[src/common/lpf_pkg.sv]
package lpf_pkg;

    //////////////////////////////////////////////////
    // Geometry
    //////////////////////////////////////////////////

    // Samples per clock, lane 0 oldest
    localparam int NUM_LANES  = 8;
    localparam int SAMPLE_W   = 12;

    // Symmetric 33-tap response, only odd taps and the center are nonzero
    localparam int NUM_TAPS   = 33;
    localparam int CENTER_TAP = 16;
    localparam int NUM_PAIRS  = 8;

    // Four old vectors plus the current one reach 32 samples back
    localparam int HIST_VECS  = 4;

    //////////////////////////////////////////////////
    // Fixed point
    //////////////////////////////////////////////////

    localparam int COEF_W     = 18;
    localparam int PAIR_W     = SAMPLE_W + 1;
    localparam int ACC_W      = 36;
    localparam int FRAC_SHIFT = 15;

    // Pair p covers taps 2p+1 and 31-2p, Q3.15
    // Index 7 first in the concatenation
    localparam logic [NUM_PAIRS-1:0][COEF_W-1:0] PAIR_COEF = {
        COEF_W'(10342),
        COEF_W'(-3216),
        COEF_W'(1672),
        COEF_W'(-949),
        COEF_W'(263),
        COEF_W'(-526),
        COEF_W'(105),
        COEF_W'(-23)
    };

    localparam logic [COEF_W-1:0] CENTER_COEF = COEF_W'(16384);

    //////////////////////////////////////////////////
    // Data path types
    //////////////////////////////////////////////////

    typedef logic [NUM_LANES-1:0][SAMPLE_W-1:0] sample_vec_t;

    // prev[0] is one vector back, prev[HIST_VECS-1] the oldest
    typedef struct packed {
        sample_vec_t [HIST_VECS-1:0] prev;
        sample_vec_t                 cur;
    } history_t;

    // Pre-added mirrored taps of one lane, plus the lone center sample
    typedef struct packed {
        logic [NUM_PAIRS-1:0][PAIR_W-1:0] pair;
        logic [PAIR_W-1:0]                center;
    } lane_pairs_t;

endpackage

[src/fir/sample_history.sv]
`timescale 1ns/1ps

module sample_history (
    input  logic                 clk_i,
    input  logic                 rst_n_i,
    input  lpf_pkg::sample_vec_t in_i,
    output lpf_pkg::history_t    hist_o
);

    lpf_pkg::history_t hist_q;

    //////////////////////////////////////////////////
    // Shift chain of sample vectors
    //////////////////////////////////////////////////

    // Current vector moves into prev[0], the oldest falls off the end
    always_ff @(posedge clk_i) begin
        if (!rst_n_i) begin
            hist_q <= '0;
        end else begin
            hist_q.cur  <= in_i;
            hist_q.prev <= {hist_q.prev[lpf_pkg::HIST_VECS-2:0], hist_q.cur};
        end
    end

    // All 40 samples visible at once for the pre-adder
    assign hist_o = hist_q;

    //////////////////////////////////////////////////
    // Checks
    //////////////////////////////////////////////////

    // Each old slot holds what the slot before it held one clock earlier
    property p_prev_head;
        @(posedge clk_i) disable iff (!rst_n_i)
            $past(rst_n_i) |-> hist_o.prev[0] == $past(hist_o.cur);
    endproperty

    property p_prev_chain;
        @(posedge clk_i) disable iff (!rst_n_i)
            $past(rst_n_i) |->
                hist_o.prev[lpf_pkg::HIST_VECS-1:1] ==
                $past(hist_o.prev[lpf_pkg::HIST_VECS-2:0]);
    endproperty

    a_prev_head : assert property (p_prev_head)
        else $error("history head slot lost the current vector");

    a_prev_chain : assert property (p_prev_chain)
        else $error("history chain did not shift by one vector");

endmodule

[config.mk]
export PLATFORM = sky130hd
export DESIGN_NAME = sample_history
export DESIGN_NICKNAME = d
export VERILOG_FILES = /design/src/common/lpf_pkg.sv /design/src/fir/sample_history.sv
export SDC_FILE = /design/constraint.sdc
export NUM_CORES = 1
export LEC_CHECK = 0
export BUFFER_PORTS_ARGS = -buffer_cell sky130_fd_sc_hd__buf_2
export CORE_AREA = 10 10 218 220
export CTS_BUF_LIST = sky130_fd_sc_hd__clkbuf_2 sky130_fd_sc_hd__clkbuf_4 sky130_fd_sc_hd__clkbuf_8
export CTS_CLUSTER_DIAMETER = 60
export DETAILED_ROUTE_END_ITERATION = 10
export DIE_AREA = 0 0 228 230
export GPL_ROUTABILITY_DRIVEN = 0
export GPL_TIMING_DRIVEN = 1
export MAX_ROUTING_LAYER = met4
export PLACE_DENSITY = 0.54
export SETUP_SLACK_MARGIN = 0.02
export SYNTH_ARGS = -nofsm -noshare
export SYNTH_HDL_FRONTEND = slang
export SYNTH_SLANG_ARGS = --single-unit
[constraint.sdc]
create_clock -name clk_i -period 1.3 [get_ports clk_i]
set_input_delay 0.39 -clock clk_i [delete_from_list [all_inputs] [get_ports clk_i]]
set_output_delay 0.39 -clock clk_i [all_outputs]
set_load 0.1 [all_outputs]
==> Word level (Yosys, flattened, before mapping) <==
Cells that the tools add are included.
{ "totals": {"in_bits": 98, "regBits": 480, "output_inout_bits": 480, "elab_cells": 40} }

==> Longest topological paths before layout <==
{ "depth": {"word_depth": 0, "depth_mapped": 4, "depth_no_buf": 1} }

==> Least setup slack after synthesis <==
Ideal clock, no wire load.
{ "synth_timing": {"path_type": "reg-to-output", "from": "reg hist_q, in the netlist hist_o[0]", "to": "out hist_o[0] (netlist bit)", "required_time_ns": 0.910, "path_stages_with_launch": 1, "path_buffers": 0, "path_slack_ns": -0.009, "t_arrival_ns": 0.919, "cell_sequence": "dfxtp_1"} }
{ "synth_rtl": {"columns": ["element", "line_no", "text"], "rows": [
  ["from (decl)", "sample_history.sv:10", "lpf_pkg::history_t hist_q;"],
  ["to (decl)", "sample_history.sv:7", "output lpf_pkg::history_t hist_o"]
]} }
No word-level cell between the ends.

==> Worst setup path in the final report <==
{ "layout_timing": {"from": "reg hist_q, in the netlist hist_o[45]", "to": "out hist_o[45] (netlist bit)"} }
No word-level cell between the ends.

==> results.json <==
{
  "holdPathStages": 2,
  "path_cells": "buf_12",
  "synth_fp_nets": 1111,
  "initialDrtViolationCount": 296,
  "synth-simple-area-share_pct": 23.1,
  "grt_pass1_vias": 9765,
  "die_x_um": 228,
  "layout_commonest_cell": "buf_12",
  "die_area_sq_mm": 0.0524,
  "clockBufferDepth": 3,
  "r2r_cells": 3,
  "globalRoute.totalOverflow": 0,
  "rsz0062_at_grt": "yes",
  "setup_violations": 480,
  "slew-limit-headroom_pct": 75.5,
  "worst-path-buf-inv": 1,
  "dp_hpwl_um": 35700,
  "initial_core_util_pct": 30.4,
  "slowest_delay_ns": 0.39,
  "synth_area_leaders": "dfxtp_1, and2_1, buf_6",
  "path_max_fanout": 2,
  "irDropWorstVdd_uv": 914,
  "critical-path-top-delay-family": "flip-flops",
  "die_h_um": 230,
  "ys_seq_elements": 480,
  "syn_area_per_cell_sq_um": 12.9,
  "synth_warnings": 0,
  "synthAdderAreaFrac_pct": 0,
  "netlist_instances": 1013,
  "tightest_slew_ns": 0.367,
  "grt_usage_pct": 17.4,
  "numPortBuffers": 577,
  "post-route-period-util_pct": 122,
  "fin_nets": 1857,
  "synth_top_area_cell": "dfxtp_1",
  "hp-class": "primary input to flop",
  "tns_ns": -104.79,
  "synth_xor_area_share_pct": 0,
  "cp.arrival_ns": 1.19,
  "timing.hold.ws_ns": 0.104,
  "grt_start_max_net_pins": 107,
  "grt_pass1_wl_um": 66000,
  "pin_count": 578,
  "wl_per_cell_um": 19.1,
  "syn2layout_area_growth_pct": 108,
  "drtAntennaViolNets": 0,
  "utilization_pct": 63.2,
  "reg2reg_to": "hist_o[406]$_SDFF_PN0_",
  "cp_slowest_cell": "dfxtp_4",
  "register_area_sq_mm": 0.0103,
  "synthMuxAreaShare_pct": 0,
  "r2r-start": "hist_o[310]$_SDFF_PN0_",
  "maxCapViolCount": 0,
  "cts.htree.levels": 3,
  "status": "finished with violations",
  "drc_errors": 0,
  "hold_violations": 0,
  "cts_buffers": 81,
  "start_kind": "flop",
  "violations": "setup timing",
  "clock-root-buffer": "clkbuf_8",
  "yosysUniqueCellTypes": 7,
  "place_area_sq_mm": 0.0242,
  "fillerInstances": 2988,
  "drt_first_pass_iters": 4,
  "regToRegSetupSlack_ns": 0.44,
  "final-max-slew-violation-count": 0,
  "cp_data_required_time_ns": 0.91,
  "holdPathEnd": "hist_o[463]$_SDFF_PN0_",
  "row_count": 76,
  "synth_top_family_by_area": "simple AND/OR/NAND/NOR gates",
  "core_sq_mm": 0.0429,
  "antenna_found_initial": 1,
  "power_leakage_nw": 11.4,
  "clock_sinks": 480,
  "clock_latency_ns": 0.61,
  "multi_input_area_sq_mm": 0.00300,
  "cts_tree": "yes",
  "fin_skew_ns": 0.0245,
  "pre_cts_slack_ns": 0.133,
  "drive_gt1_share_pct": 68.1,
  "syn-cell-area_sq_mm": 0.0130,
  "synthDominantCellAreaShare_pct": 73.8,
  "cp-end-kind": "output port",
  "layout_setup_ws_ns": -0.283,
  "p_per_area_mw_per_mm2": 1290,
  "synth_compound_area_share_pct": 0,
  "hold_start": "rst_n_i",
  "clkSlewWorstSetupHoldPaths_ns": 0.06,
  "final_cell_mix": "buf_12, and2_1, dfxtp_2",
  "totalWireLength_um": 45800,
  "vias": 9178,
  "vias_per_cell": 3.83,
  "final_area_sq_mm": 0.0271,
  "ys_seq_area_share_pct": 73.8,
  "largest_register_ff_count": 480,
  "period_needed_ns": 1.58,
  "path_class": "flop to output port",
  "fmax_mhz": 632
}
## cell families after synthesis
logic type / count (synthesis)
buf+inv: 53
flops: 480
simple gates: 480
## cells in the mapped netlist
| master | n |
|---|---|
| and2_1 | 480 |
| buf_4 | 1 |
| clkbuf_2 | 20 |
| dfxtp_1 | 480 |
| buf_6 | 20 |
| buf_2 | 10 |
| buf_8 | 2 |
## what timing repair did
item / 4_1_cts / 5_1_grt
resized for setup: 37 / 13
setup buffers: 29 / 7
hold buffers: 96 / 0
setup endpoints to repair: 480 / 480
cloned: 0 / 0
endpoints found under the hold margin: 96 / 0
## metal layers
layer	vias up	share of wire [%]	track usage, %
met1	4221	34	16.3
met2	308	55	31.8
li1	4569	-	-
met5	-	0	-
met3	80	7.4	6.70
met4	0	2.9	6.52
## area by class of cell
cell class / count / area share [%]
timing repair buffer: 716 / 42.2
clock inverter: 10 / 0.314
clock buffer: 122 / 5.62
multi-input combinational: 480 / 11.1
tap: 585 / 2.70
antenna: 1 / 0.00923
sequential: 480 / 38.1
## worst max path at each step
stage,end,slack (ns),start,cells past startpoint
6_report,hist_o[45],-0.28,hist_o[45]$_SDFF_PN0_,1
5_1_grt,hist_o[45],-0.34,hist_o[45]$_SDFF_PN0_,1
4_1_cts,hist_o[44],-0.34,hist_o[44]$_SDFF_PN0_,1
3_5_place_dp,hist_o[45]$_SDFF_PN0_,0.13,rst_n_i,3
3_3_place_gp,hist_o[45]$_SDFF_PN0_,0.16,rst_n_i,3
2_1_floorplan,hist_o[100]$_SDFF_PN0_,0.27,rst_n_i,4
## where the power goes
group / switching (mW) / internal (mW)
Sequential: 0.460 / 15.2
Clock: 5.69 / 7.60
Combinational: 3.84 / 2.20
Total: 9.99 / 25.0
## through the flow
step / std cells / power (mW)
6_report: 2394 / 35.0
5_1_grt: 2394 / 36.3
4_1_cts: 2386 / 35.5
3_5_place_dp: 2129 / 21.8
3_3_place_gp: 2129 / 21.8
2_1_floorplan: 1013 / 19.4
Note: power is estimated with default switching activity, not from simulation.
