<file path="config.mk">
export PLATFORM = sky130hd
export DESIGN_NAME = pair_preadder
export DESIGN_NICKNAME = d
export VERILOG_FILES = /design/src/common/lpf_pkg.sv /design/src/fir/pair_preadder.sv
export SDC_FILE = /design/constraint.sdc
export NUM_CORES = 2
export LEC_CHECK = 0
export BUFFER_PORTS_ARGS = -buffer_cell sky130_fd_sc_hd__buf_4
export CELL_PAD_IN_SITES_DETAIL_PLACEMENT = 2
export CELL_PAD_IN_SITES_GLOBAL_PLACEMENT = 2
export CORE_AREA = 2 2 560 562
export DETAILED_ROUTE_END_ITERATION = 16
export DIE_AREA = 0 0 562 564
export PLACE_DENSITY_LB_ADDON = 0.1
export SLEW_MARGIN = 0
export SYNTH_ARGS = -nofsm -noshare
export SYNTH_HDL_FRONTEND = slang
export SYNTH_SLANG_ARGS = --single-unit
</file>
<file path="constraint.sdc">
create_clock -name clk_i -period 2.8 [get_ports clk_i]
set_input_delay 0.14 -clock clk_i [delete_from_list [all_inputs] [get_ports clk_i]]
set_output_delay 0.14 -clock clk_i [all_outputs]
set_load 0.02 [all_outputs]
</file>
<file path="src/common/lpf_pkg.sv">
package lpf_pkg;

    //////////////////////////////////////////////////
    // Geometry
    //////////////////////////////////////////////////

    // Samples per clock, lane 0 oldest
    localparam int NUM_LANES  = 8;
    localparam int SAMPLE_W   = 12;

    // Symmetric 33-tap response, only odd taps and the center are nonzero
    localparam int NUM_TAPS   = 33;
    localparam int CENTER_TAP = 16;
    localparam int NUM_PAIRS  = 8;

    // Four old vectors plus the current one reach 32 samples back
    localparam int HIST_VECS  = 4;

    //////////////////////////////////////////////////
    // Fixed point
    //////////////////////////////////////////////////

    localparam int COEF_W     = 18;
    localparam int PAIR_W     = SAMPLE_W + 1;
    localparam int ACC_W      = 36;
    localparam int FRAC_SHIFT = 15;

    // Pair p covers taps 2p+1 and 31-2p, Q3.15
    // Index 7 first in the concatenation
    localparam logic [NUM_PAIRS-1:0][COEF_W-1:0] PAIR_COEF = {
        COEF_W'(10342),
        COEF_W'(-3216),
        COEF_W'(1672),
        COEF_W'(-949),
        COEF_W'(263),
        COEF_W'(-526),
        COEF_W'(105),
        COEF_W'(-23)
    };

    localparam logic [COEF_W-1:0] CENTER_COEF = COEF_W'(16384);

    //////////////////////////////////////////////////
    // Data path types
    //////////////////////////////////////////////////

    typedef logic [NUM_LANES-1:0][SAMPLE_W-1:0] sample_vec_t;

    // prev[0] is one vector back, prev[HIST_VECS-1] the oldest
    typedef struct packed {
        sample_vec_t [HIST_VECS-1:0] prev;
        sample_vec_t                 cur;
    } history_t;

    // Pre-added mirrored taps of one lane, plus the lone center sample
    typedef struct packed {
        logic [NUM_PAIRS-1:0][PAIR_W-1:0] pair;
        logic [PAIR_W-1:0]                center;
    } lane_pairs_t;

endpackage

</file>
<file path="src/fir/pair_preadder.sv">
`timescale 1ns/1ps

module pair_preadder (
    input  logic                                          clk_i,
    input  logic                                          rst_n_i,
    input  lpf_pkg::history_t                             hist_i,
    output lpf_pkg::lane_pairs_t [lpf_pkg::NUM_LANES-1:0] pairs_o
);

    // Window of five vectors, oldest first
    lpf_pkg::sample_vec_t win [lpf_pkg::HIST_VECS+1];

    // Next-state pair sums for every lane
    lpf_pkg::lane_pairs_t [lpf_pkg::NUM_LANES-1:0] pairs_d;

    //////////////////////////////////////////////////
    // Sample window
    //////////////////////////////////////////////////

    assign win[lpf_pkg::HIST_VECS] = hist_i.cur;

    for (genvar v = 0; v < lpf_pkg::HIST_VECS; v++) begin : g_win
        assign win[v] = hist_i.prev[lpf_pkg::HIST_VECS-1-v];
    end

    //////////////////////////////////////////////////
    // Mirrored tap selection and pre-add
    //////////////////////////////////////////////////

    // Sample n-t of lane l sits at flat window position l - t + 32
    for (genvar l = 0; l < lpf_pkg::NUM_LANES; l++) begin : g_lane
        localparam int BASE   = l + lpf_pkg::HIST_VECS * lpf_pkg::NUM_LANES;
        localparam int POS_C  = BASE - lpf_pkg::CENTER_TAP;

        logic [lpf_pkg::SAMPLE_W-1:0] center_s;

        assign center_s = win[POS_C / lpf_pkg::NUM_LANES][POS_C % lpf_pkg::NUM_LANES];

        // Center tap has no partner, only sign extension
        assign pairs_d[l].center = {center_s[lpf_pkg::SAMPLE_W-1], center_s};

        for (genvar p = 0; p < lpf_pkg::NUM_PAIRS; p++) begin : g_pair
            // Odd tap and its mirror around the center
            localparam int TAP_NEAR = 2 * p + 1;
            localparam int TAP_FAR  = lpf_pkg::NUM_TAPS - 1 - TAP_NEAR;
            localparam int POS_N    = BASE - TAP_NEAR;
            localparam int POS_F    = BASE - TAP_FAR;

            logic [lpf_pkg::SAMPLE_W-1:0] near_s;
            logic [lpf_pkg::SAMPLE_W-1:0] far_s;

            assign near_s = win[POS_N / lpf_pkg::NUM_LANES][POS_N % lpf_pkg::NUM_LANES];
            assign far_s  = win[POS_F / lpf_pkg::NUM_LANES][POS_F % lpf_pkg::NUM_LANES];

            // One extra bit keeps the sum exact
            assign pairs_d[l].pair[p] = {near_s[lpf_pkg::SAMPLE_W-1], near_s} +
                                        {far_s[lpf_pkg::SAMPLE_W-1], far_s};
        end
    end

    //////////////////////////////////////////////////
    // Pair register stage
    //////////////////////////////////////////////////

    always_ff @(posedge clk_i) begin
        if (!rst_n_i) begin
            pairs_o <= '0;
        end else begin
            pairs_o <= pairs_d;
        end
    end

endmodule

</file>
# After elaboration in Yosys (flattened, before gate mapping)
# Index checks and enable logic that the tools add are counted.
# classes
addsub	64
# ops
cell	count
adder 12 x 12 -> 13 bit	64
# word_totals
out_inout_bits	936
wordCells	136
input_bits	482
register_bits	928

# Logic depth before layout (Yosys ltp)
# depth
word_depth	1
ltp_mapped	9
ltp_nobuf	9

# Worst setup path before layout
# OpenSTA, ideal clock, no wires.
# synth_timing
kind	input to register
from	input port hist_i[144] (netlist bit)
to	register pairs_o[662] (netlist bit)
setup_time_ns	0.058
arrival_time_ns	1.979
slack_ns	0.763
required_ns	2.742
cell_stages	8
n_path_buf	0
path_cell_list	ha_1 > fa_1 > a211oi_2 > o21ai_1 > a211oi_1 > o21bai_1 > a2111oi_0 > o21a_1
# synth_via
elab_chain_cells	1
# synth_lines
element	line_no	source
from (decl)	pair_preadder.sv:6	input lpf_pkg::history_t hist_i,
adder 12 x 12 -> 13 bit	pair_preadder.sv:56	assign pairs_d[l].pair[p] = {near_s[lpf_pkg::SAMPLE_W-1], near_s} +
to (signal assigned)	pair_preadder.sv:69	pairs_o <= pairs_d;
to (decl)	pair_preadder.sv:7	output lpf_pkg::lane_pairs_t [lpf_pkg::NUM_LANES-1:0] pairs_o
# No other way between the ends.
# A chain may end at the register's enable or synchronous reset.

# Worst setup path after layout
# layout_timing
from	input port hist_i[458] (netlist bit)
to	register pairs_o[606] (netlist bit)
# The elaborated chain is that of the path after synthesis.

==> impl_metrics.ini <==
[cells_and_area]
nets = 9609
top_regs = pairs_o: 928 flops
drive_gt1_share_pct = 20.6
post-route-util_pct = 26.5
top_register = pairs_o
largest_reg_flops = 928
area_delta_synth_final_pct = 50.5

[critical_path]
startpoint_type = input pin
crit_start = hist_i[458]
required_ns = 3.48
end_kind = register
criticalPathCategory = input pin to register
crit_fanout = 3
worstPathArrival_ns = 3.39

[floorplanning]
start_util_pct = 17.6
die_w_um = 562
pin_count = 1418
dieHeight_um = 564
dieArea_um2 = 317000
core_area_um2 = 311000
num_rows = 205

[placed_design]
gp_congestion = 0.868
place_hpwl_mm = 284
dp_slack_ns = 0.0498
port_buffers = 1393

[drt]
ant_nets = 0
vias = 56500
drt_wl_total_mm = 347
vias_per_cell = 4.50
wl_per_cell_um = 27.7
dr.pass1.iters = 4
drc = 0
drt_iter0_markers = 2431

[grt]
antenna_found_initial = 93
grt_pass1_wl_mm = 478
grt_use_total_pct = 21.2
grt_pass1_vias = 61800
gr-total-overflow = 0
grt_max_degree = 145

[sta]
tightest_slew_ns = 1.11
maxSlewViolCount = 0
setup_ws_ns = 0.0880
final-hold-violation-count = 0
rsz0062_at_grt = yes
max_slew_margin_pct = 26.1
finalSetupViolCount = 0
period_minus_slack_ns = 2.71
finalCritPeriodShare_pct = 96.9
fmax_mhz = 369

[pwr]
power_density_nw_per_um2 = 623
ir_drop_v = 0.000371
leakage_nw = 36.9

[yosys]
syn_area_um2 = 54800
synth_edf_count = 0
avgSynthCellArea_um2 = 8.98
synthCells = 6103
synth_ff_type = dfxtp_1
synth-seq-area-share_pct = 33.9
synthArstFlopShare_pct = 0
ys_warn_count = 0
synth_nets = 7417
yosysUniqueCellTypes = 69
synth-seq-cells = 928

[cts]
clk_path_buf_depth = 4
cts.reportedPaths.clkPinSlew_ns = 0.06
clockRootBuffer = clkbuf_16
cts_made_buffers = 143
cts_tree = done
h-tree-depth = 4
cts_sinks = 928

[outcome]
status = finished, final reports clean

[flow_run]
cap_violations = 0

[hold_path]
hold_class = input pin to register
min_from = hist_i[474]
critical path: stages:
cell           delay, ns
dlygate4sd3_1       0.54
buf_4               0.17
ha_1                0.29
dlygate4sd3_1       0.60
a21oi_1             0.20
o21ai_0             0.19
a211oi_2            0.29
o21ba_2             0.21
xor2_1              0.14
dlygate4sd3_1       0.56
nor2_1              0.04
repair_timing:
action / CTS / global route
hold buffers: 726 / 0
setup buffers: 0 / 0
endpoints found under the setup margin: 0 / 12
endpoints found under the hold margin: 878 / 0
gates resized for setup: 0 / 14
metal layers:
| metal | vias to the layer above | part of all wire, % | GRT usage (%) |
|---|---|---|---|
| met5 | - | 0.0043 | 0 |
| met1 | 28400 | 46 | 27.5 |
| li1 | 26300 | - | - |
| met4 | 2 | 2.8 | 5.31 |
| met3 | 382 | 6.2 | 5.34 |
| met2 | 1393 | 45 | 34.7 |
where the power goes:
part / internal (W) / switching [W] / leakage [nW]
logic: 0.00702 / 0.0102 / 26.9
clock network: 0.0112 / 0.00746 / 2.32
registers: 0.0148 / 0.000738 / 7.73
through the flow:
stage                     area (um^2)  std cells  hold slack (ns)  setup TNS (ns)  total power, W
after floorplan                 54800       6103            0.267               0          0.0240
after global placement          70500      11600            0.457               0          0.0318
after detailed placement        70500      11600            0.461               0          0.0319
after CTS                       82400      12500           0.0110               0          0.0524
after global routing            82500      12500            0.109         -0.0274          0.0543
final                           82500      12600           0.0857               0          0.0514
layout by cell type, fill, tap and decap left out, types with 84 or more instances in the layout:
cell type | netlist | final
o211ai_1 | 84 | 84
nand2_1 | 252 | 252
xor2_1 | 169 | 169
a211oi_1 | 116 | 114
dlygate4sd3_1 | 0 | 726
a21o_1 | 173 | 173
dfxtp_1 | 928 | 928
o21bai_1 | 88 | 88
and2_1 | 245 | 245
nor2_1 | 710 | 710
ha_1 | 768 | 768
xnor2_1 | 307 | 307
o21ai_0 | 373 | 373
o21a_1 | 131 | 131
buf_4 | 8 | 1429
a21oi_1 | 446 | 442
nor3_1 | 163 | 163
inv_1 | 241 | 240
clkbuf_16 | 0 | 145
nand2b_1 | 92 | 92
cell families after synthesis:
family / synth area share (%)
adders and majority gates: 19.9
DFF: 33.9
xor gates and xnor gates: 7.61
buffers and inverters: 2.63
AOI/OAI and AO/OA: 20.0
and+or+nand+nor: 15.5
muxes: 0.511
synthesized netlist by cell type, types with 64 or more instances:
master | instances | area, um^2
o21a_1 | 131 | 983
ha_1 | 768 | 9610
and2_1 | 245 | 1530
fa_1 | 64 | 1280
dfxtp_1 | 928 | 18600
nor2_1 | 710 | 2670
a21oi_1 | 446 | 2230
o211ai_1 | 84 | 631
nand2_1 | 252 | 946
nand2b_1 | 92 | 576
a21o_1 | 173 | 1300
o21ai_0 | 373 | 1870
nor3_1 | 163 | 816
nor4_1 | 65 | 407
o21bai_1 | 88 | 661
inv_1 | 241 | 905
xor2_1 | 169 | 1480
xnor2_1 | 307 | 2690
a211oi_1 | 116 | 871
clkbuf_1 | 65 | 244
worst paths after layout:
path / cells after the start / endpoint
worst max-delay path: 11 / pairs_o[606]
worst min-delay path: 4 / pairs_o[722]
layout make-up:
class	count	area, um^2
Antenna cell	10	25.0
Inverter	241	912
Multi-Input combinational cell	4813	34800
Clock inverter	56	634
Clock buffer	194	4050
Fill cell	35100	228000
Sequential cell	928	18600
Tap cell	4140	5180
Timing Repair Buffer	2168	18300
No activity file was read; power rests on OpenSTA's default activity.
